[config.mk]
export PLATFORM = sky130hd
export DESIGN_NAME = wbManager
export DESIGN_NICKNAME = d
export VERILOG_FILES = /design/src/memPkg.sv /design/src/wbManager.sv
export SDC_FILE = /design/constraint.sdc
export NUM_CORES = 1
export LEC_CHECK = 0
export BUFFER_PORTS_ARGS = -buffer_cell sky130_fd_sc_hd__buf_2
export CAP_MARGIN = 20
export CORE_UTILIZATION = 37
export DETAILED_ROUTE_END_ITERATION = 12
export PLACE_DENSITY_LB_ADDON = 0.05
export SLEW_MARGIN = 30
export SYNTH_ARGS = -nofsm -noshare
export SYNTH_HDL_FRONTEND = slang
export SYNTH_SLANG_ARGS = --single-unit
[constraint.sdc]
create_clock -name clk -period 2.5 [get_ports clk]
set_clock_uncertainty 0.05 [all_clocks]
set_input_delay 0.25 -clock clk [delete_from_list [all_inputs] [get_ports clk]]
set_output_delay 0.25 -clock clk [all_outputs]
set_load 0.01 [all_outputs]
[src/memPkg.sv]
package memPkg;

    // data and address widths
    typedef logic [31:0] word_t;
    typedef logic [31:0] addr_t;

    // CPU request code: read 10, write 01, idle 00
    typedef logic [1:0] rwi_t;

    localparam rwi_t RWI_IDLE  = 2'b00;
    localparam rwi_t RWI_READ  = 2'b10;
    localparam rwi_t RWI_WRITE = 2'b01;

    // word index into each slave
    typedef logic [7:0] sramIdx_t;
    typedef logic [3:0] regIdx_t;

    // address map, byte addresses
    localparam addr_t SRAM_BASE  = 32'h0000_0000;
    localparam int    SRAM_WORDS = 256;

    localparam addr_t REG_BASE   = 32'h0001_0000;
    localparam int    REG_WORDS  = 16;

    // returned by the decoder on a read outside the map
    localparam word_t BAD_READ_DATA = 32'hDEAD_BEEF;

endpackage
[src/wbManager.sv]
`timescale 1ns/10ps

module wbManager import memPkg::*; (
    input  logic  clk,
    input  logic  rst_i,
    input  logic  read_i,
    input  logic  write_i,
    input  addr_t cpuAddr_i,
    input  word_t cpuData_i,
    input  word_t dat_i,
    input  logic  ack_i,
    input  logic  err_i,
    output logic  cyc_o,
    output logic  stb_o,
    output logic  we_o,
    output addr_t adr_o,
    output word_t dat_o,
    output word_t cpuData_o,
    output logic  busy_o,
    output logic  busErr_o
);

    typedef enum logic [1:0] {IDLE, CYCLE, RELEASE} state_t;

    state_t state;
    logic   start;
    logic   finish;

    assign start  = (state == IDLE) && (read_i || write_i);
    assign finish = (state == CYCLE) && ack_i;

    always_ff @(posedge clk) begin
        if (rst_i) begin
            state    <= IDLE;
            cyc_o    <= 1'b0;
            stb_o    <= 1'b0;
            busy_o   <= 1'b0;
            busErr_o <= 1'b0;
        end else begin
            case (state)
                IDLE: begin
                    if (start) begin
                        cyc_o    <= 1'b1;
                        stb_o    <= 1'b1;
                        busy_o   <= 1'b1;
                        busErr_o <= 1'b0;
                        state    <= CYCLE;
                    end
                end
                // single beat, the cycle closes on the ack edge
                CYCLE: begin
                    if (ack_i) begin
                        cyc_o    <= 1'b0;
                        stb_o    <= 1'b0;
                        busy_o   <= 1'b0;
                        busErr_o <= err_i;
                        state    <= RELEASE;
                    end
                end
                // requester must drop its level before another cycle
                RELEASE: begin
                    if (!read_i && !write_i) begin
                        state <= IDLE;
                    end
                end
                default: state <= IDLE;
            endcase
        end
    end

    always_ff @(posedge clk) begin
        if (start) begin
            we_o  <= write_i;
            adr_o <= cpuAddr_i;
            dat_o <= cpuData_i;
        end
        if (finish) begin
            cpuData_o <= dat_i;
        end
    end

    assert property (@(posedge clk) disable iff (rst_i) stb_o |-> cyc_o)
        else $error("stb_o raised outside a bus cycle");

    // a slave answers only while the strobe is up
    assert property (@(posedge clk) disable iff (rst_i) ack_i |-> cyc_o && stb_o)
        else $error("ack received outside an open bus cycle");

endmodule

After elaboration in Yosys (flattened, before gate mapping)
Cells that the tools add are included.
- div/mod/pow operators: 0
- add/subtract/negate cells: 0
- reductions and logical operators: 10
- equal/unequal tests: 5
- mux-type cells: 10
- multipliers: 0
- shift operators: 0
- bitwise gates (word level): 0
- magnitude comparators: 0
- operators with widths (cell ; count):
    two-way mux 2 bit ; 3
    inequality test 2 bit, second input constant ; 3
    case mux 2 bit (3 select lines) ; 1
    AND reduction 3 bit ; 2
    two-way mux 1 bit ; 4
    case mux 1 bit (2 select lines) ; 2
    logical AND 1 bit ; 3
    equality test 2 x 1 -> 1 bit, second input constant ; 1
    equality test 2 bit, second input constant ; 1
    logical NOT 1 bit ; 2
    logical NOT 2 bit ; 1
    nonzero test 2 bit ; 1
    logical OR 1 bit ; 1
- memories kept: 0
- word-level logic and storage cells: 32
- bits in read-only memories: 0
- latch bits: 0
- bits in registers: 101
- bits in writable memories: 0
- output and inout bits: 101

Longest topological paths before layout
- word-level depth: 4
- gate-level depth with buffers: 4
- gate-level depth less buffers: 4

Least setup slack after synthesis
OpenSTA, ideal clock, no wires.
- path kind: register to register
- from: register state[0]
- to: register adr_o[0], enable pin
- slack: 27 ps
- cell stages (with the launch flop): 3
- required time: 2031 ps
- path buffers: 0
- data arrival time: 2004 ps
- period minus slack after synthesis: 2473 ps
- setup time: 419 ps
- cells stage by stage: dfxtp_1 or3_1 inv_1
- longest elaborated chain between the ends: 2
- RTL lines (what ; RTL line ; text):
    start: declaration ; wbManager.sv:25 ; state_t state;
    start signal: assignment ; wbManager.sv:34 ; state <= IDLE;
    start signal: assignment ; wbManager.sv:47 ; state <= CYCLE;
    start signal: assignment ; wbManager.sv:57 ; state <= RELEASE;
    logical NOT 2 bit ; wbManager.sv:29 ; assign start = (state == IDLE) && (read_i || write_i);
    logical AND 1 bit ; wbManager.sv:29 ;
    named net start ; wbManager.sv:26 ; logic start;
    end signal: assignment ; wbManager.sv:74 ; adr_o <= cpuAddr_i;
    end: declaration ; wbManager.sv:16 ; output addr_t adr_o,
The timed path passes the listed nets, and every way through them passes these cells.
A chain may end at the register's enable or synchronous reset.

Worst setup path after layout
- from: register state[0]
- to: register dat_o[3], enable pin
- longest elaborated chain between the ends: 2
- RTL lines (what ; RTL line ; text):
    logical NOT 2 bit ; wbManager.sv:29 ;
    logical AND 1 bit ; wbManager.sv:29 ;
    named net start ; wbManager.sv:26 ;
    end signal: assignment ; wbManager.sv:75 ; dat_o <= cpuData_i;
    end: declaration ; wbManager.sv:17 ; output word_t dat_o,
The timed path passes the listed nets, and every way through them passes these cells.

==> results.md <==
* Clock sinks at 101
* Total power at 3320 uW
* Detailed Routing Iterations Pass 1 at 4
* Simple-Gate Fraction of Synth Area at 0.0174
* Final ANT Viol Nets at 0
* Post-synth EDFFs at 97
* Clk network pwr share at 0.263
* GR Overflow Total at 0
* Mapped Area at 3100 um^2
* Final hold slack at 0.0227 ns
* Die width at 93.5 um
* CTS H-tree lvls at 3
* Arrival time worst endpoint at 1.65 ns
* Max-slew headroom at 0.733
* Distinct cells, synth at 13
* Internal power at 2560 uW
* Clk buf depth at 2
* Post-CTS setup repair buffer count at 0
* Compound-Gate Fraction of Synth Area at 0.00889
* Post-synthesis sequential area ratio at 0.966
* Fin crit share at 0.672
* Final Slew Violations at 0
* Area Growth Syn to Fin at 48.2%
* Status: finished clean
* Max_cap viols at 0
* Synth Area in Adders at 0
* Top Ports at 203
* Cells after Synth at 119
* Setup crit end kind: register
* Num CTS Buffers at 9
* CTS tree: done
* Via Count at 1908
* Final net count at 451
* Final wirelength at 6350 um
* Initial antenna violation count at 0
* CTS clk-pin slew, worst paths at 0.09 ns
* Worst Hold Class: input pin to register
* Placer Congestion at 0.784
* Placed cell areas at 4250 um^2
* Final setup TNS at 0 ns
* Synthesized area per cell at 26.0 um^2
* WS Path Type: register to register
* Initial Util at 0.379
* Syn nets at 221
* # port buffers at 202
* Largest net degree at the start of global routing at 59
* Tot GR Track Use at 0.142
* Largest family of logic cells by synthesized area: simple AND/OR/NAND/NOR gates
* Sw frac at 0.229
* Most common cell in the netlist: edfxtp_1
* Layout cells sized above 1 at 0.616
* Fraction of registers with async set/reset at 0
* Max VDD drop at 0.000295 V
* Crit-path max FO at 58
* Tmin final at 1.68 ns
* Critical path required time at 2.47 ns
* Power Dens Cells at 723 nW/um^2
* Post-synth top cells: edfxtp_1, a21oi_1, dfxtp_1
* Tightest Pin Transition at 0.401 ns
* RSZ-0062 raised after global routing: no
* FF+latch count, synth at 101
* DRC at 0
* Leading post-synthesis cells by cell area: edfxtp_1, dfxtp_1, a21oi_1, or3b_1, buf_4
* Core ar. at 8180 um^2
* N_diodes at 0
* Post-synth top area share at 0.941
* Flop pwr share at 0.620
* Full die area at 8740 um^2
* Wire length of the first global-routing pass at 9060 um
* Detail Placement HPWL at 4660 um
* Row count at 33
* Placed cells at 426
* Fill cells at 687
* # setup viols final at 0
* Iter 0 DRT Violations at 52
* Fin cells at 459
* WL/cell at 13.8 um
* Synth warnings at 0
* Pleak at 0.00196 uW
* Post-route cell area at 4590 um^2
* Switching power at 761 uW
* CP Launch Type: register
* Vias per cell at 4.16
* Post-synthesis mux area share at 0
* FMAX at 0.595 GHz
* Clk Latency, worst-skew pair at 0.34 ns
* Number of global-route vias before repair at 1837
* Post-Synth XOR/XNOR Area at 0
* Final hold violation count at 0
* Clock Root Buffer: clkbuf_8
* Die Span Y at 93.5 um
* Synth Flop Type: edfxtp_1
* Post-synth top area cell: edfxtp_1
* Combinational share of power at 0.117
## state kept, by name, indices dropped and copies added (netlist names)
signal     count
busy_o         1
cpuData_o     32
we_o           1
dat_o         32
adr_o         32
state          2
busErr_o       1
## worst paths after layout
path	endpoint	slack [ns]	startpoint	depth (start not counted)
worst max-delay path	dat_o[3]$_DFFE_PP_	0.82	state[0]$_SDFFE_PP0P_	3
worst max register to register	dat_o[3]$_DFFE_PP_	0.82	state[0]$_SDFFE_PP0P_	3
worst min-delay path	cpuData_o[12]$_DFFE_PP_	0.02	dat_i[12]	1
worst min register to register	busErr_o$_SDFFE_PP0P_	0.44	busErr_o$_SDFFE_PP0P_	2
## routing by layer
metal | GRT usage | share of wire
met2 | 0.237 | 0.51
met4 | 0.0615 | 0.012
met1 | 0.164 | 0.37
met3 | 0.0545 | 0.11
met5 | 0 | 0
## power by group through the flow
stage	sequential, uW	combinational [uW]	clock, uW
floorplan	2180	66.4	0
global placement	2090	373	0
detailed placement	2100	374	0
CTS	2060	393	921
global route	2070	425	982
finish	2060	387	874
## critical path: stages (launching register included)
cell     delay, ns
dfxtp_1       0.35
or3_1         0.42
inv_2         0.19
buf_12        0.30
## per-stage QoR
step	worst slack, ns	util
after floorplan	0.0270	-
after global placement	0.836	0.520
after detailed placement	0.824	0.520
after CTS	0.798	0.558
after global routing	0.728	0.561
final	0.819	0.561
## placed cells by master, fill, tap and decap left out, types with 2 or more instances in the layout
cell type      Yosys  routed
edfxtp_1          97      97
dfxtp_1            4       4
clkbuf_8           0       9
clkinv_1           0       2
nand2_1            2       2
clkinv_4           0       2
a21oi_1            4       4
dlygate4sd3_1      0      17
buf_2              0     202
or3b_1             2       2
clkinvlp_4         0       2
## what timing repair did
item | CTS | global route
gates resized for setup | 0 | 0
endpoints found under the setup margin | 0 | 0
hold buffers | 14 | 3
hold endpoints to repair | 14 | 3
## cell type report
class	count	area, um^2	share of cell area
repair buffers	221	1210	0.263
clock inverters	6	40.0	0.00872
inverters	2	7.51	0.00164
well taps	105	131	0.0286
multi-input cells	14	81.3	0.0177
flip-flops and latches	101	2990	0.652
clock buffers	10	128	0.0278
## logic make-up after synthesis
kind of cell           count (synthesis)
flip-flops                           101
AO/OA/AOI/OAI                          5
AND/OR/NAND/NOR                        9
buffers and inverters                  4
Note: power is estimated with default switching activity, not from simulation.
