File: src/memPkg.sv
package memPkg;

    // data and address widths
    typedef logic [31:0] word_t;
    typedef logic [31:0] addr_t;

    // CPU request code: read 10, write 01, idle 00
    typedef logic [1:0] rwi_t;

    localparam rwi_t RWI_IDLE  = 2'b00;
    localparam rwi_t RWI_READ  = 2'b10;
    localparam rwi_t RWI_WRITE = 2'b01;

    // word index into each slave
    typedef logic [7:0] sramIdx_t;
    typedef logic [3:0] regIdx_t;

    // address map, byte addresses
    localparam addr_t SRAM_BASE  = 32'h0000_0000;
    localparam int    SRAM_WORDS = 256;

    localparam addr_t REG_BASE   = 32'h0001_0000;
    localparam int    REG_WORDS  = 16;

    // returned by the decoder on a read outside the map
    localparam word_t BAD_READ_DATA = 32'hDEAD_BEEF;

endpackage
File: src/memMapRouter.sv
`timescale 1ns/10ps

module memMapRouter import memPkg::*; (
    input  logic  clk,
    input  logic  rst_i,
    input  rwi_t  rwi_i,
    input  addr_t addr_i,
    input  word_t wdata_i,
    input  word_t mgrData_i,
    input  logic  mgrBusy_i,
    input  logic  mgrErr_i,
    output logic  read_o,
    output logic  write_o,
    output addr_t addr_o,
    output word_t wdata_o,
    output word_t rdata_o,
    output logic  busy_o,
    output logic  done_o,
    output logic  addrError_o
);

    typedef enum logic [1:0] {IDLE, ISSUE, WAIT, HOLD} state_t;

    state_t state;
    logic   isWrite;
    logic   accept;
    logic   active;

    assign accept = (state == IDLE) && ((rwi_i == RWI_READ) || (rwi_i == RWI_WRITE));

    // request level stays up until the manager has finished
    assign active  = (state == ISSUE) || (state == WAIT);
    assign read_o  = active && !isWrite;
    assign write_o = active && isWrite;
    assign busy_o  = active || done_o;

    always_ff @(posedge clk) begin
        if (rst_i) begin
            state       <= IDLE;
            isWrite     <= 1'b0;
            rdata_o     <= '0;
            done_o      <= 1'b0;
            addrError_o <= 1'b0;
        end else begin
            done_o      <= 1'b0;
            addrError_o <= 1'b0;
            case (state)
                IDLE: begin
                    if (accept) begin
                        isWrite <= (rwi_i == RWI_WRITE);
                        state   <= ISSUE;
                    end
                end
                // wait for the manager to pick up the level
                ISSUE: begin
                    if (mgrBusy_i) begin
                        state <= WAIT;
                    end
                end
                WAIT: begin
                    if (!mgrBusy_i) begin
                        done_o      <= 1'b1;
                        addrError_o <= mgrErr_i;
                        if (!isWrite) begin
                            rdata_o <= mgrErr_i ? BAD_READ_DATA : mgrData_i;
                        end
                        state <= HOLD;
                    end
                end
                // a request held past done must not run again
                HOLD: begin
                    if (rwi_i == RWI_IDLE) begin
                        state <= IDLE;
                    end
                end
                default: state <= IDLE;
            endcase
        end
    end

    always_ff @(posedge clk) begin
        if (accept) begin
            addr_o  <= addr_i;
            wdata_o <= wdata_i;
        end
    end

    // done closes an access the manager has already finished
    assert property (@(posedge clk) disable iff (rst_i) done_o |-> busy_o && !mgrBusy_i)
        else $error("done_o while the manager is still busy");

endmodule

File: config.mk
export PLATFORM = sky130hd
export DESIGN_NAME = memMapRouter
export DESIGN_NICKNAME = d
export VERILOG_FILES = /design/src/memPkg.sv /design/src/memMapRouter.sv
export SDC_FILE = /design/constraint.sdc
export NUM_CORES = 1
export LEC_CHECK = 0
export BUFFER_PORTS_ARGS = -buffer_cell sky130_fd_sc_hd__buf_2
export CAP_MARGIN = 20
export CORE_ASPECT_RATIO = 0.8
export CORE_MARGIN = 2
export CORE_UTILIZATION = 45
export CTS_CLUSTER_DIAMETER = 30
export DETAILED_ROUTE_END_ITERATION = 10
export HOLD_SLACK_MARGIN = 0.02
export PLACE_DENSITY_LB_ADDON = 0.05
export REMOVE_ABC_BUFFERS = 1
export SYNTH_ARGS = -nofsm -noshare
export SYNTH_HDL_FRONTEND = slang
export SYNTH_SLANG_ARGS = --single-unit
File: constraint.sdc
create_clock -name clk -period 5.2 [get_ports clk]
set_input_delay 0.26 -clock clk [delete_from_list [all_inputs] [get_ports clk]]
set_output_delay 0.26 -clock clk [all_outputs]
set_load 0.1 [all_outputs]
Word-level counts from Yosys, hierarchy flattened. Index checks and enable logic that the tools add are counted.

Register bits after elaboration: 101. Bits of input ports: 102. Word-level logic and storage cells: 40.

Equality and inequality tests: 9. Mux-type cells: 7. Bitwise operators: 3. Reduce and logical (&&, ||, !) cells: 14.

Operator list (number): 2-to-1 mux 32 bit (1); 2-to-1 mux 2 bit (4); inequality test 2 bit (second input constant) (4); case mux 2 bit (4 select lines) (1); == test 2 bit (second input constant) (3); == test 2 x 1 -> 1 bit (second input constant) (2); zero test 2 bit (2); AND reduction 4 bit (1); logical AND 1 bit (3); logical OR 1 bit (3); NOT 1 bit (3); AND reduction 3 bit (1); OR reduction 3 bit (1); AND reduction 2 bit (1); OR reduction 2 bit (1); zero test 1 bit (1); 2-to-1 mux 1 bit (1).

Depth between registers and ports, before layout.
Depth in word-level cells: 5. Gate-level depth with buffers: 7. Mapped depth without buffers: 5.

Least setup slack after synthesis. No wires, ideal clock.

Path type: register -> register. From: register state[0]. To: register isWrite. Library setup time: 0.128 ns. Arrival: 2.499 ns. Required time: 5.072 ns. Path slack: 2.573 ns. Stages on the path, launching flop included: 6. Period minus slack after synthesis: 2.627 ns. Cell sequence: dfxtp_1 inv_1 ha_1 and2_1 mux2i_1 nor2_1.

Longest elaborated chain between the ends: 3.

Ends and longest elaborated chain: from (decl) (RTL line memMapRouter.sv:24) `state_t state;`; from (signal assigned) (RTL line memMapRouter.sv:39) `state <= IDLE;`; from (signal assigned) (RTL line memMapRouter.sv:51) `state <= ISSUE;`; from (signal assigned) (RTL line memMapRouter.sv:57) `state <= WAIT;`; zero test 2 bit (RTL line memMapRouter.sv:29) `assign accept = (state == IDLE) && ((rwi_i == RWI_READ) || (rwi_i == RWI_WRITE));`; logical AND 1 bit (RTL line memMapRouter.sv:29); via accept (RTL line memMapRouter.sv:26) `logic accept;`; AND reduction 2 bit (no source line); to (signal assigned) (RTL line memMapRouter.sv:50) `isWrite <= (rwi_i == RWI_WRITE);`; to (decl) (RTL line memMapRouter.sv:25) `logic isWrite;`.

The timed path passes the listed nets, and every way through them passes these cells. A chain may end at the register's enable or synchronous reset.

Worst setup path after layout.
From: register state[0]. To: output port busy_o.

Longest elaborated chain between the ends: 3. Elaborated cells on any way between the ends: 4. Those cells by class: eq/ne (2); reduce/logical (2).

Ends and longest elaborated chain: == test 2 x 1 -> 1 bit or == test 2 bit (tied branches) (RTL line memMapRouter.sv:32) `assign active = (state == ISSUE) || (state == WAIT);`; logical OR 1 bit (*) (RTL line memMapRouter.sv:32); logical OR 1 bit (*) (RTL line memMapRouter.sv:35) `assign busy_o = active || done_o;`; to (decl) (RTL line memMapRouter.sv:17) `output logic busy_o,`.

Every way passes the cells marked *; elsewhere a longest branch is shown, timed or not.

==> flow_metrics.env <==
export IMPL_run_status="completed"
export IMPL_fin_skew_ns=0.00809
export IMPL_gr_total_overflow=0
export IMPL_first_global_vias=2441
export IMPL_routabilityCongestion=0.718
export IMPL_syn_area_per_cell_um2=14.8
export IMPL_cts_setup_buffers=0
export IMPL_crit_fanout=4
export IMPL_critPathCaptureType="primary output"
export IMPL_cts_resized=0
export IMPL_core_rowCount=28
export IMPL_slew_limit_headroom=0.363
export IMPL_clock_root_buffer="sky130_fd_sc_hd__clkbuf_8"
export IMPL_via_per_inst=4.63
export IMPL_share_comb_of_total_power=0.527
export IMPL_proportion_of_layout_cells_with_a_drive_suffix_above_1=0.553
export IMPL_postSynthRegisterBits=101
export IMPL_dpl_cell_area_mm2=0.00464
export IMPL_floorplan_core_area_mm2=0.00753
export IMPL_cts_htree_levels=3
export IMPL_largest_net_degree_at_the_start_of_global_routing=57
export IMPL_max_freq_ghz=0.493
export IMPL_mappedNetlistArea_mm2=0.00356
export IMPL_p_switching_uw=1860
export IMPL_cellInternalPower_uw=1480
export IMPL_power_sequential_fraction=0.337
export IMPL_die_area_mm2=0.00864
export IMPL_timing_critical_path_arrival_ns=1.77
export IMPL_final_net_count=550
export IMPL_floorplan_initialDensity=0.472
export IMPL_placed_cells_incl_taps=536
export IMPL_route_vias_total=2558
export IMPL_setup_worst_path_class="reg2out"
export IMPL_grt_antenna_before_repair=0
export IMPL_fin_crit_sh=0.390
export IMPL_ys_top_cells_by_count="sky130_fd_sc_hd__edfxtp_1, sky130_fd_sc_hd__dfxtp_1, sky130_fd_sc_hd__nor3_1, sky130_fd_sc_hd__nor2_1, sky130_fd_sc_hd__nor3_2"
export IMPL_synth_enable_flop_cells=64
export IMPL_synth_distinct_cells=25
export IMPL_worst_pin_slew_ns=0.956
export IMPL_tritoncts_num_sinks=101
export IMPL_antennaDiodeCount=0
export IMPL_synthArstFlopShare=0
export IMPL_hp_class="in2reg"
export IMPL_ys_warnings_count=0
export IMPL_placement_io_buffers=202
export IMPL_area_growth_syn_to_layout_pct=35.6
export IMPL_post_layout_nonfiller_instances=552
export IMPL_period_needed_ns=2.03
export IMPL_drc=0
export IMPL_fin_tns_setup_ns=0
export IMPL_critPathLaunchType="register"
export IMPL_floorplan_die_height_um=83.5
export IMPL_wire_length_of_the_first_global_routing_pass_um=12500
export IMPL_rsz0062_at_grt="no"
export IMPL_cts_buffers=9
export IMPL_sw_frac_of_total=0.556
export IMPL_die_boundary_width_um=103
export IMPL_global_route_usage_total=0.189
export IMPL_ys_dominant_reg_cell="sky130_fd_sc_hd__edfxtp_1"
export IMPL_path_clk_slew_ns=0.10
export IMPL_dr_pass1_iters=4
export IMPL_tritoncts="done"
export IMPL_worstPathRequired_ns=4.94
export IMPL_synth_top_area_share=0.540
export IMPL_detail_route_antenna_nets=0
export IMPL_cellPowerDensity_mw_per_mm2=692
export IMPL_total_leakage_power_uw=0.00210
export IMPL_synth_seq_area_share=0.749
export IMPL_power_clock_fraction=0.137
export IMPL_count_leader_synth="sky130_fd_sc_hd__edfxtp_1"
export IMPL_clk_path_buf_depth=2
export IMPL_finalSetupViolations=0
export IMPL_synthCells=241
export IMPL_ios=203
export IMPL_wl_per_cell_um=14.9
export IMPL_final_design_area_no_fill_mm2=0.00482
export IMPL_vdd_drop_max_uv=464
export IMPL_finalMaxSlewViolations=0
export IMPL_synth_top_cell_by_area="sky130_fd_sc_hd__edfxtp_1"
export IMPL_dpl_hpwl_um=5940
export IMPL_postRouteWirelength_um=8200
export IMPL_synth_area_top_cells="sky130_fd_sc_hd__edfxtp_1, sky130_fd_sc_hd__dfxtp_1, sky130_fd_sc_hd__nor3_2, sky130_fd_sc_hd__nor3_1, sky130_fd_sc_hd__nor2_1"
export IMPL_holdBufCountCts=0
export IMPL_final_hold_violation_count=0
export IMPL_clkLatencyLatePin_ns=0.35
export IMPL_maxCapViolCount=0
export IMPL_initialDrtViolationCount=94
export IMPL_filler_cell_count=597
==> final timing paths <==
path | startpoint | to | slack [ns] | depth (start not counted)
max | state[0] | busy_o | 3.17 | 4
min | wdata_i[28] | wdata_o[28] | 0.07 | 1
max reg2reg | state[0] | addr_o[28] | 3.23 | 4
min reg2reg | rdata_o[4] | rdata_o[4] | 0.45 | 2
==> cells by family (layout without fill, tap and decap cells) <==
family / count (synthesis) / after routing / share of synthesized area
AOI/OAI and AO/OA: 10 / 10 / 0.0176
DFF: 101 / 101 / 0.749
muxes: 4 / 4 / 0.0116
buffers and inverters: 20 / 226 / 0.0288
adders and majority gates: 6 / 6 / 0.0211
and+or+nand+nor: 100 / 100 / 0.172
==> metrics by stage <==
stage	hold WS [ns]	total power (uW)	util	worst slack [ns]
global placement	0.437	2900	0.616	3.26
CTS	0.0530	3370	0.641	3.14
detailed placement	0.438	2910	0.616	3.20
global route	0.0428	3470	0.641	2.99
finish	0.0719	3340	0.641	3.17
floorplan	0.329	2640	-	2.58
==> sequential cells by signal, indices dropped and copies added, names as in the netlist <==
name	flops
isWrite	1
wdata_o	32
addr_o	32
done_o	1
state	2
addrError_o	1
rdata_o	32
==> routing by layer <==
metal	vias up	GRT usage	wire (um)	share of wire
met1	1162	0.224	3260	0.40
met2	128	0.306	3930	0.48
met3	13	0.0796	840	0.10
met5	-	0	0	0
li1	1255	-	-	-
met4	0	0.0658	164	0.020
==> critical path, stage by stage, from the launching register on <==
cell and delay, ns:
sky130_fd_sc_hd__dfxtp_1 0.40, sky130_fd_sc_hd__inv_1 0.08, sky130_fd_sc_hd__ha_1 0.34, sky130_fd_sc_hd__or2_2 0.30, sky130_fd_sc_hd__buf_2 0.29
==> cell type report <==
class / instances / area [um^2] / share of cell area
repair buffers: 204 / 1030 / 0.213
clock inverters: 6 / 55.1 / 0.0114
clock buffers: 10 / 128 / 0.0265
well taps: 105 / 131 / 0.0272
inverters: 6 / 22.5 / 0.00467
multi-input cells: 120 / 800 / 0.166
flip-flops and latches: 101 / 2660 / 0.552
==> cell usage in the layout, fill, tap and decap left out, drive strengths merged <==
cell type	instances
nor2b	1
clkbuf	10
nor3	48
inv	10
nor3b	2
ha	6
or2	1
and2	3
clkinv	2
buf	204
a221oi	1
mux2	1
mux2i	3
edfxtp	64
a21oi	8
nor2	25
nand3b	8
nand2b	3
o21bai	1
dfxtp	37
nand2	8
or3b	1
==> power by group through the flow <==
stage / registers, uW / logic, uW / clock network [uW]
6_report: 1120 / 1760 / 456
4_1_cts: 1130 / 1770 / 472
3_5_place_dp: 1140 / 1770 / 0
2_1_floorplan: 2320 / 325 / 0
5_1_grt: 1150 / 1820 / 503
3_3_place_gp: 1140 / 1760 / 0
(Power assumes the default switching activity.)
