### config.mk
export PLATFORM = sky130hd
export DESIGN_NAME = regBankWb
export DESIGN_NICKNAME = d
export VERILOG_FILES = /design/src/memPkg.sv /design/src/regBankWb.sv
export SDC_FILE = /design/constraint.sdc
export NUM_CORES = 1
export LEC_CHECK = 0
export BUFFER_PORTS_ARGS = -buffer_cell sky130_fd_sc_hd__buf_4
export CORE_UTILIZATION = 29
export CTS_CLUSTER_SIZE = 12
export DETAILED_ROUTE_END_ITERATION = 16
export PLACE_DENSITY = 0.53
export SLEW_MARGIN = 20
export SYNTH_ARGS = -nofsm -noshare
export SYNTH_HDL_FRONTEND = slang
export SYNTH_SLANG_ARGS = --single-unit
export TNS_END_PERCENT = 5
### constraint.sdc
create_clock -name clk -period 3.2 [get_ports clk]
set_input_delay 0.16 -clock clk [delete_from_list [all_inputs] [get_ports clk]]
set_output_delay 0.16 -clock clk [all_outputs]
set_load 0.03 [all_outputs]
### src/memPkg.sv
package memPkg;

    // data and address widths
    typedef logic [31:0] word_t;
    typedef logic [31:0] addr_t;

    // CPU request code: read 10, write 01, idle 00
    typedef logic [1:0] rwi_t;

    localparam rwi_t RWI_IDLE  = 2'b00;
    localparam rwi_t RWI_READ  = 2'b10;
    localparam rwi_t RWI_WRITE = 2'b01;

    // word index into each slave
    typedef logic [7:0] sramIdx_t;
    typedef logic [3:0] regIdx_t;

    // address map, byte addresses
    localparam addr_t SRAM_BASE  = 32'h0000_0000;
    localparam int    SRAM_WORDS = 256;

    localparam addr_t REG_BASE   = 32'h0001_0000;
    localparam int    REG_WORDS  = 16;

    // returned by the decoder on a read outside the map
    localparam word_t BAD_READ_DATA = 32'hDEAD_BEEF;

endpackage
### src/regBankWb.sv
`timescale 1ns/10ps

module regBankWb import memPkg::*; (
    input  logic  clk,
    input  logic  rst_i,
    input  logic  cyc_i,
    input  logic  stb_i,
    input  logic  we_i,
    input  addr_t adr_i,
    input  word_t dat_i,
    output logic  ack_o,
    output word_t dat_o
);

    word_t   regs [REG_WORDS];
    regIdx_t idx;

    assign idx = adr_i[5:2];

    // no wait state, ack in the strobe cycle
    assign ack_o = cyc_i && stb_i;
    assign dat_o = regs[idx];

    always_ff @(posedge clk) begin
        if (rst_i) begin
            for (int i = 0; i < REG_WORDS; i++) begin
                regs[i] <= '0;
            end
        end else if (ack_o && we_i) begin
            regs[idx] <= dat_i;
        end
    end

endmodule

Yosys cells after proc, flatten, opt, wreduce, memory -nomap -nowiden
Memory sizes are Yosys's and may differ from the RTL's.
Index checks and enable logic that the tools add are counted.

storage, ports and cells
  input bits = 69
  register bits after elaboration = 0
  bits in writable memories = 512
  memories = 1
  logic and storage cells = 12

memory list
  memory  depth  bits a word  rd ports  clocked after memory_dff  wr ports  line             text
  regs    16     32           1         0                         16        regBankWb.sv:15  word_t regs [REG_WORDS];

cells by class
  reductions and logical operators = 3
  mux-type cells = 8

operators with widths
  kind                 count
  $mux W32             1
  $reduce_or A32 Y1    1
  $mux W1              6
  $mux W4              1
  $logic_and A1 B1 Y1  2

Logic depth before layout (Yosys ltp)
Gate-level depths: netlist (run 1).

  word-level depth = 7
  gate-level depth with buffers = 7

Least setup slack after synthesis (run 1)
Ideal clock, no wire load.

  path kind = in2reg
  start point = input port adr_i[3]
  end point = memory regs[12][0] (netlist bit), enable pin
  data required time = 2.812 ns
  path slack = 1.084 ns
  data arrival time = 1.728 ns
  library setup time = 0.388 ns
  stages on the path = 5
  path through = buf_2 > buf_2 > buf_2 > nor3_1 > a21o_1

RTL lines
  item         line             text
  from (decl)  regBankWb.sv:9   input addr_t adr_i,
  to (decl)    regBankWb.sv:15

Worst setup path after layout (run 1)
  start point = memory regs[8][28] (netlist bit)
  end point = output port dat_o[28]

on the way
  longest elaborated chain between the ends = 1

RTL lines
  item             line             text
  $mem_v2 Z16 W32  --
  to (decl)        regBankWb.sv:12  output word_t dat_o

Every way passes these cells.

==> metrics, run 1 <==
post-synth cell types=20; placed cell count=about 2500; Multi-input gate area=slightly above 6000 um2; gpl congestion=between 0.7 and 0.8; Mapped Nets=between 1500 and 2000; fin crit period=~2500 ps; via count=13300; number of remaining DRC errors=0; fmax=~400 MHz; Rel. slew slack=0.273; yosys warns=0; PD cells=between 500 and 600 nW/um2; Final setup viols=0; Area Overhead vs Synth=17.2%; clk sinks=512; I/O pin count=102; htree depth=2; fin. max-slew vios=0; Final period util=0.774; Die Wd=around 280 um; Overall Global Routing Usage=0.158; hold_buf cts=32; CTS-repair resized insts=0; NetSw=about 3.5 mW; post-route ant nets=0; Worst-Margin Slew=1090 ps; vias in the first global route=13700; syn avg cell area=between 10 and 15 um2; Clock Power Share=0.385; Fin. Hold Viols=0; Setup Fix Bufs, Post-CTS=0; drt via density=~5.0; Reg power frac=0.523; setup_tns=0 ps; Initial DRC Count=1417; Yosys reg bits=about 510; DIE AREA=roughly 77000 um2; final hold slack=a little under 200 ps; CP Max Fanout=1; Int Power=about 11 mW; register area share after synthesis=0.696; TritonCTS buffer count=54; Min-Delay Endpoint=regs[14][21]; Req. time, crit path=around 3000 ps; starting density of the core=0.295; max_cap viols=0; worst hold path class=in -> reg; CTS Buffer Depth=3; P_leak=between 8 and 9 nW; # fillers=between 7000 and 8000; worst hold path startpoint=rst_i; DR WL/cell=23.1 um; Top reg by flops=regs; Root Buffer=clkbuf_16; RSZ-0062 raised after global routing=no; Die Ht=between 200 and 300 um; Port Buf Inserts=between 70 and 80; largest registers=regs x512; Post-Syn Area=roughly 22000 um2; Gate power share=0.092; Post-DP HPWL=34800 um; max reg flops=a little over 500; Cell Rows=100; drt pass-1 iters=5; Core Region=roughly 75000 um2; critical path capture point type=output pin; status=finished, final reports clean; WS Path Type=reg -> out; initial antenna violation count=1; sum of routed wire length over all layers=a little over 60000 um; hold depth=2; CP startpoint kind=flip-flop; Final Non-Filler Cells=between 2000 and 3000; net switching share of the total power=0.232; Worst Path Arrival=around 2300 ps; largest net degree at the start of global routing=roughly 100; Overflow after GRT=0; CTS tree=done; Reg area=around 15000 um2; synthesized instance count=about 1500; layout net count=between 1500 and 2000; share of layout cells above drive strength 1=0.212; clock slew at reported path FFs=~60 ps; first-pass GRT wire length=around 90000 um; Peak VDD IR=roughly 330 uV
==> logic make-up after synthesis <==
logic type             synth area share
multiplexers                      0.130
buffers and inverters            0.0276
AND/OR/NAND/NOR                   0.119
AO/OA/AOI/OAI                    0.0272
flip-flops                        0.696
==> cell type report <==
| cell class | instances | area share |
|---|---|---|
| Inverter | 1 | 0.000145 |
| Multi-Input combinational cell | 895 | 0.239 |
| Antenna cell | 1 | 0.0000966 |
| Clock buffer | 70 | 0.0553 |
| Tap cell | 969 | 0.0468 |
| Timing Repair Buffer | 169 | 0.0597 |
| Sequential cell | 512 | 0.593 |
| Clock inverter | 26 | 0.00541 |
==> cell usage in the layout, fill, tap and decap left out, types with 6 or more instances in the layout <==
cell type and n:
clkinv_2 6, clkbuf_16 55, nand2_1 160, clkinv_1 17, dlygate4sd3_1 32, a22oi_1 64
a21o_2 16, edfxtp_1 512, buf_4 120, mux4_2 128, clkbuf_1 15, nor2_1 512
buf_12 15
==> metal layers <==
metal  up-vias  GRT usage  routed length [um]  part of all wire
met5         -          0                   0                 0
met4         0     0.0343                 975             0.016
met3        76     0.0235                4040             0.066
met2       490      0.261               30100              0.49
met1      6953      0.221               26000              0.43
li1       5826          -                   -                 -
==> metrics by stage <==
stage               utilization  total power, mW  cell area (um2)  setup slack [ps]
floorplan                     -             8.71            22100              1080
global placement          0.320             9.26            24000               822
detailed placement        0.320             9.29            24000               804
CTS                       0.346             15.0            25900               800
global route              0.346             15.4            25900               759
finish                    0.346             14.9            25900               725
==> synth_stat cells <==
cell | count | area [um2]
inv_1 | 1 | 3.75
nor2_1 | 513 | 1930
clkbuf_1 | 33 | 124
nor3_1 | 2 | 10.0
nor2b_1 | 2 | 12.5
nand2_1 | 160 | 601
nand3_1 | 2 | 10.0
nand4b_4 | 1 | 23.8
or3_1 | 2 | 12.5
a22oi_1 | 64 | 480
and2_1 | 2 | 12.5
mux4_2 | 128 | 2880
and4b_1 | 1 | 10.0
buf_2 | 71 | 355
and3_1 | 2 | 12.5
buf_1 | 5 | 18.8
buf_6 | 9 | 101
buf_4 | 1 | 7.51
a21o_1 | 16 | 120
edfxtp_1 | 512 | 15400
==> critical path, cell delays in order, from the launching register on <==
cell      delay, ps
edfxtp_1        380
mux4_2          470
a22oi_1         450
nand2_1         210
buf_4           220
==> how the worst max path moves through the flow <==
stage	start	end	slack [ps]	cells after the start
2_1_floorplan	adr_i[3]	regs[12][0]	1080	5
3_3_place_gp	adr_i[3]	dat_o[16]	820	6
3_5_place_dp	adr_i[3]	dat_o[16]	800	6
4_1_cts	regs[11][16]	dat_o[16]	800	4
5_1_grt	regs[10][28]	dat_o[28]	760	4
6_report	regs[8][28]	dat_o[28]	720	4
==> power by group through the flow <==
| stage | Sequential [mW] | Clock, mW | Combinational [mW] |
|---|---|---|---|
| detailed placement | 7.94 | 0 | 1.36 |
| global placement | 7.91 | 0 | 1.35 |
| CTS | 7.79 | 5.86 | 1.39 |
| floorplan | 7.90 | 0 | 0.802 |
| global route | 7.82 | 6.10 | 1.45 |
| finish | 7.79 | 5.74 | 1.37 |
Note: power is estimated with default switching activity, not from simulation.
==> run 2: changes to the inputs <==
- PLACE_DENSITY: 0.53 -> 0.54
- clock period: 3.2 -> 2.2 ns (I/O delays scaled with it)
==> metrics, run 2 (synthesis results as in run 1) <==
number of remaining DRC errors=0 (unchanged); Final setup viols=0 (unchanged); fin crit period=2180 ps; largest registers=regs x512 (unchanged); largest net degree at the start of global routing=105 (was 104); TritonCTS buffer count=53 (was 54); PD cells=822 nW/um2 (was 575 nW/um2); Port Buf Inserts=73 (unchanged); final worst slack=23.6 ps (was 725 ps); status=finished, final reports clean (unchanged); Setup Fix Bufs, Post-CTS=0 (unchanged); CTS Buffer Depth=3 (unchanged); Final period util=0.989; Rel. slew slack=0.541 (was 0.273); via count=13400 (was 13300); share of layout cells above drive strength 1=0.240 (was 0.212); Post-DP HPWL=35600 um (was 34800 um); Area Overhead vs Synth=21.1% (was 17.2%); DR WL/cell=22.4 um (was 23.1 um); I/O pin count=102 (unchanged); Initial DRC Count=1344 (was 1417); P_leak=8.59 nW (was 8.22 nW); layout net count=1738 (was 1702); Worst-Margin Slew=688 ps (was 1090 ps); Final Non-Filler Cells=2676 (was 2643); Peak VDD IR=474 uV (was 335 uV); Top reg by flops=regs (unchanged); Overall Global Routing Usage=0.156 (was 0.158); WS Path Type=reg -> out (unchanged); post-route ant nets=0 (unchanged); CP Max Fanout=1 (unchanged); most frequent cells in the layout=nor2_1 (512), edfxtp_1 (512), nand2_1 (155) (was nor2_1 (512), edfxtp_1 (512), nand2_1 (160)); CTS tree=done (unchanged); max_cap viols=0 (unchanged); fin. max-slew vios=0 (unchanged); placed cell count=2551 (was 2514); Req. time, crit path=2090 ps (was 3040 ps); initial antenna violation count=2 (was 1); critical path capture point type=output pin (unchanged); Core Util, Final=0.357 (was 0.346); drt pass-1 iters=5 (unchanged); max reg flops=512 (unchanged); clock slew at reported path FFs=60 ps (about the same); Tot Pwr=22.0 mW (was 14.9 mW); starting density of the core=0.295 (unchanged); Fin. Hold Viols=0 (unchanged); Root Buffer=clkbuf_16 (unchanged); clk sinks=512 (unchanged); fmax=459 MHz; vias in the first global route=13800 (was 13700); worst hold path class=in -> reg (unchanged); htree depth=2 (unchanged); CP startpoint kind=flip-flop (unchanged); sum of routed wire length over all layers=60100 um (was 61200 um); Core Region=74900 um2 (unchanged); DIE AREA=77300 um2 (unchanged); Die Ht=278 um (unchanged); Die Wd=278 um (unchanged); Overflow after GRT=0 (unchanged); Cell Rows=100 (unchanged); Place WS=138 ps (was 804 ps); gpl congestion=0.714 (was 0.706); RSZ-0062 raised after global routing=yes (was no); Worst Path Arrival=2070 ps (was 2320 ps); first-pass GRT wire length=89600 um (was 89900 um); drt via density=4.99 (was 5.05)
## run 2: cell count changes in the layout (fill, tap and decap cells not counted), sizes merged
cell	before	now
clkinvlp	1	0
inv	2	1
clkinv	23	14
clkbuf	70	75
buf	137	174
bufinv	1	3
## run 2: final cells by class
cell class / count / area, um2
tap: 969 / 1210
clock buffer: 75 / 1430
multi-input combinational: 895 / 6280
clock inverter: 17 / 161
antenna: 1 / 2.50
sequential: 512 / 15400
inverter: 1 / 3.75
fill: 7164 / 48200
timing repair buffer: 206 / 2300
## run 2: metrics by stage
| step | cell area, um2 | hold WS, ps | TNS [ps] |
|---|---|---|---|
| floorplan | 22100 | 367 | 0 |
| global placement | 24800 | 507 | 0 |
| detailed placement | 24800 | 516 | 0 |
| CTS | 26700 | 203 | -30.4 |
| global route | 26800 | 242 | -132 |
| finish | 26800 | 239 | 0 |
## run 2: path summary, 6_finish.rpt
check,startpoint,end,slack [ps],depth (start not counted)
worst max-delay path,regs[11][24],dat_o[24],20,4
worst min-delay path,adr_i[5],regs[0][9],240,5
## run 2: report_power, final
part,leakage (nW),internal (mW),switching (mW)
clock,0.772,4.84,3.68
sequential,4.86,11.2,0.120
combinational,2.95,0.918,1.25
## run 2: layer usage
layer | global-route usage | wire length, um | vias to the layer above
met3 | 0.0263 | 4850 | 65
li1 | - | - | 5891
met4 | 0.0356 | 940 | 2
met5 | 0 | 10 | -
met1 | 0.216 | 25100 | 6876
met2 | 0.256 | 29100 | 525
## run 2: timing repair
action                                  CTS  global route
hold buffers                             32             0
endpoints found under the setup margin   10            12
pin swaps                                 2             1
resized for setup                        13             8
hold endpoints to repair                512             0
## run 2: worst max-delay path, cell delays in order (launching register included)
cell	delay, ps
edfxtp_1	360
mux4_2	490
a22oi_2	270
nand2_1	150
buf_4	200
