$ cat src/memPkg.sv
package memPkg;

    // data and address widths
    typedef logic [31:0] word_t;
    typedef logic [31:0] addr_t;

    // CPU request code: read 10, write 01, idle 00
    typedef logic [1:0] rwi_t;

    localparam rwi_t RWI_IDLE  = 2'b00;
    localparam rwi_t RWI_READ  = 2'b10;
    localparam rwi_t RWI_WRITE = 2'b01;

    // word index into each slave
    typedef logic [7:0] sramIdx_t;
    typedef logic [3:0] regIdx_t;

    // address map, byte addresses
    localparam addr_t SRAM_BASE  = 32'h0000_0000;
    localparam int    SRAM_WORDS = 256;

    localparam addr_t REG_BASE   = 32'h0001_0000;
    localparam int    REG_WORDS  = 16;

    // returned by the decoder on a read outside the map
    localparam word_t BAD_READ_DATA = 32'hDEAD_BEEF;

endpackage
$ cat src/wbDecoder.sv
`timescale 1ns/10ps

module wbDecoder import memPkg::*; (
    input  logic  cyc_i,
    input  logic  stb_i,
    input  addr_t adr_i,
    input  logic  sramAck_i,
    input  word_t sramDat_i,
    input  logic  regAck_i,
    input  word_t regDat_i,
    output logic  sramCyc_o,
    output logic  sramStb_o,
    output logic  regCyc_o,
    output logic  regStb_o,
    output logic  ack_o,
    output word_t dat_o,
    output logic  err_o
);

    addr_t sramOff;
    addr_t regOff;
    logic  sramHit;
    logic  regHit;
    logic  unmapped;

    // offset compare, an address below the base wraps to a large value
    assign sramOff  = adr_i - SRAM_BASE;
    assign regOff   = adr_i - REG_BASE;
    assign sramHit  = sramOff < addr_t'(SRAM_WORDS * 4);
    assign regHit   = regOff < addr_t'(REG_WORDS * 4);
    assign unmapped = !sramHit && !regHit;

    assign sramCyc_o = cyc_i && sramHit;
    assign sramStb_o = stb_i && sramHit;
    assign regCyc_o  = cyc_i && regHit;
    assign regStb_o  = stb_i && regHit;

    // unmapped addresses are answered here in the strobe cycle
    assign err_o = cyc_i && stb_i && unmapped;

    always_comb begin
        if (sramHit) begin
            ack_o = sramAck_i;
            dat_o = sramDat_i;
        end else if (regHit) begin
            ack_o = regAck_i;
            dat_o = regDat_i;
        end else begin
            ack_o = err_o;
            dat_o = BAD_READ_DATA;
        end
    end

    always_comb begin
        assert (!(sramStb_o && regStb_o))
            else $error("both slaves strobed at once");
    end

endmodule

$ cat config.mk
export PLATFORM = sky130hd
export DESIGN_NAME = wbDecoder
export DESIGN_NICKNAME = d
export VERILOG_FILES = /design/src/memPkg.sv /design/src/wbDecoder.sv
export SDC_FILE = /design/constraint.sdc
export NUM_CORES = 1
export LEC_CHECK = 0
export BUFFER_PORTS_ARGS = -buffer_cell sky130_fd_sc_hd__buf_2
export CAP_MARGIN = 10
export CELL_PAD_IN_SITES_DETAIL_PLACEMENT = 0
export CELL_PAD_IN_SITES_GLOBAL_PLACEMENT = 1
export CORE_MARGIN = 4
export CORE_UTILIZATION = 13
export DETAILED_ROUTE_END_ITERATION = 10
export GPL_TIMING_DRIVEN = 0
export PLACE_DENSITY_LB_ADDON = 0.1
export REMOVE_ABC_BUFFERS = 1
export SLEW_MARGIN = 5
export SYNTH_ARGS = -nofsm -noshare
export SYNTH_HDL_FRONTEND = slang
export SYNTH_SLANG_ARGS = --single-unit
export TNS_END_PERCENT = 100
$ cat constraint.sdc
create_clock -name vclk -period 2.3
set_clock_uncertainty 0.1 [all_clocks]
set_input_delay 0.115 -clock vclk [all_inputs]
set_output_delay 0.115 -clock vclk [all_outputs]
set_load 0.02 [all_outputs]
# Word-level counts from Yosys, hierarchy flattened
# Cells that the tools add are included.
# word_totals
mem_count	0
register_bits	0
in_bits	100
ramBits	0
wordCells	16
romBits	0
latch_bits	0
# op_classes
mul	0
bitwise_logic	0
add_sub_neg	1
mux	4
order_cmp	2
n_eq_ne	0
n_reduce_logical	9
div_mod_pow	0
shift	0
# op_table
cell	count
$mux W32	2
$lt A32 B11 Y1 const B	1
$lt A32 B7 Y1 const B	1
$sub A32 B17 Y32 const B	1
$logic_and A1 B1 Y1	7
$logic_not A1 Y1	2
$mux W1	2

# Logic depth before layout (Yosys ltp)
# Gate-level depths: netlist of the first run.
# depth
word_depth	7
ltp_mapped	6
mapped_depth_nobuf	4

# Worst setup path before layout of the first run
# OpenSTA, ideal clock, no wires.
# synth_timing
path_kind	in2out
start	input adr_i[20]
end	output ack_o
cell_stages	4
n_path_buf	0
required_time_ps	2085
arrival_time_ps	1314
slack_ps	771
path_cell_list	or4_4 -> nor2_4 -> nand2_1 -> o21bai_1
# synth_between
elab_chain_len	7
word_cells_on_any_way	9
classes_between	1 x add/sub; 2 x order compare; 2 x mux; 4 x reduce/logical
# synth_rtl
item	line	rtl
start: declaration	wbDecoder.sv:6	input addr_t adr_i,
$sub A32 B17 Y32	wbDecoder.sv:28	assign regOff = adr_i - REG_BASE;
$lt A32 B7 Y1	wbDecoder.sv:30	assign regHit = regOff < addr_t'(REG_WORDS * 4);
$logic_not A1 Y1	wbDecoder.sv:31	assign unmapped = !sramHit && !regHit;
$logic_and A1 B1 Y1	wbDecoder.sv:31	
$logic_and A1 B1 Y1	wbDecoder.sv:39	assign err_o = cyc_i && stb_i && unmapped;
$mux W1	wbDecoder.sv:45	end else if (regHit) begin
$mux W1 (*)	wbDecoder.sv:42	if (sramHit) begin
end: declaration	wbDecoder.sv:15	output logic ack_o,
# Every way passes the cells marked *; elsewhere a longest branch is shown, timed or not.

# Worst setup path in the final report of the first run
# layout_timing
start	input adr_i[8]
end	output ack_o
# Same word-level chain as after synthesis.

==> qor.txt, run 1 <==
first-pass GRT wire length = 5370 um
Mapped Area = 623 um^2
Final Hold Fails = 0
hold_buf cts = 0
Die Ht = 77.2 um
sequential cell count = 0
RePlAce Congestion = 0.671
Routed wire per std cell = 12.7 um
crit start category = input port
ANT nets after route = 0
ANT cells = 0
vias in the first global route = 1117
kind of critical path = input port to output port
worst vdd ir = 0.0000309 V
Worst Path Max Fanout = 11
CP Capture Type = output port
Die W = 77.2 um
Multi-input gate area = 551 um^2
Req. time, crit path = 2090 ps
cell row count = 24
post-DP HPWL = 2880 um
Overflow after GRT = 0
Avg Cell Area, Syn = 6.36 um^2
initial DRC count = 15
status = finished, final reports clean
gr usage total = 10.5%
clock buffers = 0
Post-layout nets = 324
crit path to = ack_o
antenna violations before repair = 0
Worst-Margin Slew = 815 ps
# setup viols final = 0
design area = 1290 um^2
I/O pin count = 138
critical path data arrival time = 1860 ps
minimum clock period = 2070 ps
Post-Route WL = 3470 um
via count = 1190
Syn Inst Count = 98
Max Cap Violations = 0
die area = 5960 um^2
Max-slew headroom = 45.5%
drt first pass iters = 2
Register Area = 0 um^2
number of gates resized after cts = 1
Layout area overhead = 107%
Yosys cell types = 20
DRC Markers = 0
vias per cell = 4.34
TNS Setup = 0 ps
unrepaired setup endpoints after global routing = false
Static Leak = 0.639 nW
layout cell share with drive strength beyond 1 = 71.2%
CP startpoint = adr_i[8]
Max Freq = 483 MHz
Slew Limit Fails = 0
HP Class = input port to output port
# fillers = 523
largest net degree at the start of global routing = 29
Seq/Total Area, Yosys = 0%
Tcrit/Tclk final = 90.0%
Starting Density = 13.8%
Cell Area, Placed = 1270 um^2
power per cell area = 88.8 nW/um^2
Buffers on Ports = 132
Ys Warns = 0
Setup Buffers After CTS = 0
core footprint = 4500 um^2
metal layers:
| layer | wire, um | GRT usage [%] | part of all wire, % |
|---|---|---|---|
| met3 | 250 | 1.05 | 7.2 |
| met2 | 2050 | 22.2 | 59 |
| met1 | 1170 | 11.7 | 34 |
| met5 | 0 | 0 | 0 |
| met4 | 0 | 0 | 0 |
cell families after synthesis:
kind of cell | after synthesis | share of synthesized area, %
buffers and inverters | 10 | 13.7
AND/OR/NAND/NOR | 52 | 48.0
AO/OA/AOI/OAI | 36 | 38.4
cells in the mapped netlist (2+ instances only):
cell      number  share of area, %
nor3_1         2               1.6
a22oi_1        9                11
nand2_2       20                20
nor2_1         9               5.4
or4_4          2               3.6
and3_1         6               6.0
clkbuf_1       3               1.8
nor4_1         3               3.0
buf_2          3               2.4
buf_12         2               6.4
o22ai_1       24                24
nand2_1        7               4.2
where the power goes:
group          switching, mW  total (mW)  internal, mW
clock                      0           0             0
combinational         0.0443       0.114        0.0700
sequential                 0           0             0
final cells by class:
type                       instances  area share (%)
inverter                           1           0.292
multi-input combinational         88            42.8
tap                               52            5.05
timing repair buffer             133            51.9
through the flow:
stage	total power [mW]	worst slack (ps)	hold WS [ps]	instances	util [%]
floorplan	0.0288	616	258	89	-
global placement	0.112	-139	460	273	28.1
detailed placement	0.113	-121	461	273	28.1
CTS	0.113	161	464	273	28.2
global route	0.128	36.9	486	274	28.6
finish	0.114	230	464	274	28.6
worst min-delay path by stage:
stage / from / endpoint / slack [ps] / cells past startpoint
finish: sramDat_i[31] / dat_o[31] / 460 / 4
global route: sramDat_i[0] / dat_o[0] / 490 / 4
CTS: sramDat_i[31] / dat_o[31] / 460 / 4
detailed placement: sramDat_i[31] / dat_o[31] / 460 / 4
global placement: sramDat_i[31] / dat_o[31] / 460 / 4
floorplan: stb_i / err_o / 260 / 2
placed cells by master (no fill, tap or decap), drive strengths merged:
master  instances
nand2          27
nor2           10
o21bai          1
o21a            1
a31oi           1
o22ai          24
clkbuf          1
nor3            2
inv             1
or4             2
nor4            3
and2            1
buf           132
a22oi           9
nand3           1
and3            6
worst max-delay path, cell delays in order:
cell and delay, ps:
buf_2 90, nor4_1 650, and3_1 520, a22oi_1 150
o21bai_1 130, buf_2 190
(Power assumes the default switching activity.)
==> run 2, diff against run 1 <==
- CELL_PAD_IN_SITES_DETAIL_PLACEMENT: 0 -> unset
- CELL_PAD_IN_SITES_GLOBAL_PLACEMENT: 1 -> unset
- CORE_UTILIZATION: 13 -> 26
- PLACE_DENSITY: unset -> 0.89
- PLACE_DENSITY_LB_ADDON: 0.1 -> unset
==> qor.txt, run 2 (synthesis results as in run 1) <==
status = finished, final reports clean
Util after Layout = 55.1% (+27 points)
ANT cells = 0 (unchanged)
sw frac = 39.1% (+0.30 points)
first-pass GRT wire length = 4690 um (-13%)
Post-layout nets = 323 (-0.31%)
gr usage total = 16.6% (+6.0 points)
Max Cap Violations = 0 (unchanged)
power per cell area = 91.6 nW/um^2 (+3.1%)
# fillers = 245 (-53%)
Tcrit/Tclk final = 88.4% (-1.6 points)
HP Start = sramDat_i[2]
Cell Area, Placed = 1240 um^2 (-2.4%)
Die W = 57.0 um (-26%)
Static Leak = 0.634 nW (-0.79%)
core footprint = 2250 um^2 (-50%)
number of gates resized after cts = 0 (-1)
minimum clock period = 2030 ps (-36.9 ps)
Setup Buffers After CTS = 0 (unchanged)
Multi-input gate area = 543 um^2 (-1.4%)
Buffers on Ports = 132 (unchanged)
Routed wire per std cell = 12.3 um (-3.1%)
Layout area overhead = 99.4%
sequential cell count = 0 (unchanged)
most common cell after layout, fill and taps aside = buf_2
HP Class = input port to output port
I/O pin count = 138 (unchanged)
Post-Route WL = 3050 um (-12%)
commonest non-fill, non-tap cells in the layout = buf_2 (132), o22ai_1 (24), nand2_2 (20)
die area = 3240 um^2 (-46%)
largest net degree at the start of global routing = 29 (unchanged)
Starting Density = 27.6% (+14 points)
Slew Limit Fails = 0 (unchanged)
initial DRC count = 48 (+33)
CP Cell Sequence = buf_2 > nor4_1 > nand3_2 > o22ai_1 > nand2_2 > buf_2
Worst-Margin Slew = 1020 ps (+201 ps)
Die Ht = 57.0 um (-26%)
Max-slew headroom = 31.7% (-14 points)
Register Area = 0 um^2 (unchanged)
Comb power frac = 100.0% (about the same)
Hold Path End = dat_o[2]
design area = 1240 um^2 (-3.5%)
# setup viols final = 0 (unchanged)
kind of critical path = input port to output port
hold_buf cts = 0 (unchanged)
drt first pass iters = 5 (+3)
vias per cell = 4.88 (+12%)
cell row count = 17 (-29%)
ANT nets after route = 0 (unchanged)
Final Hold Fails = 0 (unchanged)
critical path data arrival time = 1820 ps (-40 ps)
clock buffers = 0 (unchanged)
RePlAce Congestion = 0.756 (+13%)
TNS Setup = 0 ps (unchanged)
Worst path slowest cell = nand3_2
CP delay by family, top = simple AND/OR/NAND/NOR gates
Flop pwr share = 0% (unchanged)
CP Buf/Inv Count = 2 (unchanged)
antenna violations before repair = 0 (unchanged)
layout cell share with drive strength beyond 1 = 71.0% (-0.13 points)
Psw = 44.5 uW (+0.30%)
DRC Markers = 0 (unchanged)
Hold Crit Depth = 4 (unchanged)
most used cell, CP = buf_2
CP Capture Type = output port
crit start category = input port
clock power share = 0% (unchanged)
Max Freq = 492 MHz (+1.8%)
unrepaired setup endpoints after global routing = false
worst vdd ir = 0.0000622 V (+100%)
Power Internal = 69.4 uW (-0.96%)
post-DP HPWL = 2620 um (-9.0%)
Worst Path Max Fanout = 24 (+13)
Overflow after GRT = 0 (unchanged)
vias in the first global route = 1155 (+3.4%)
via count = 1214 (+2.0%)
Req. time, crit path = 2090 ps (about the same)
Power, Total = 114 uW (-0.47%)
CP peak stage delay = 500 ps (-150 ps)
[run 2: per-layer routing]
metal  vias up  wire, um  global-route usage, %
met3         0       359                   3.39
met1       531      1050                   16.6
met2        62      1640                   35.9
met4         0         0                      0
li1        621         -                      -
met5         -         0                      0
[run 2: metrics by stage]
step	hold WS (ps)	setup slack (ps)	cells
3_3_place_gp	456	67.3	249
2_1_floorplan	258	616	89
5_1_grt	481	27.3	249
4_1_cts	464	9.75	249
6_report	462	266	249
3_5_place_dp	463	18.8	249
[run 2: tightest hold or removal path, delay by kind of cell]
family,cells,cell delay (ps)
AO/OA/AOI/OAI,1,50
buffers and inverters,2,230
AND/OR/NAND/NOR,1,50
[run 2: power groups by stage]
stage          Sequential [mW]  Clock [mW]  Combinational (mW)
2_1_floorplan                0           0              0.0288
3_3_place_gp                 0           0               0.110
3_5_place_dp                 0           0               0.113
4_1_cts                      0           0               0.114
5_1_grt                      0           0               0.128
6_report                     0           0               0.114
[run 2: cell type report]
| class | count | area share, % |
|---|---|---|
| Timing Repair Buffer | 132 | 53.2 |
| Tap cell | 28 | 2.82 |
| Inverter | 1 | 0.302 |
| Multi-Input combinational cell | 88 | 43.7 |
[run 2: worst max path at each step]
stage	startpoint	end	slack, ps	depth (start not counted)
2_1_floorplan	adr_i[8]	dat_o[0]	620	4
3_3_place_gp	adr_i[8]	dat_o[6]	70	6
3_5_place_dp	adr_i[8]	dat_o[6]	20	6
4_1_cts	adr_i[8]	dat_o[6]	10	6
5_1_grt	adr_i[8]	dat_o[19]	30	6
6_report	adr_i[8]	dat_o[6]	270	6
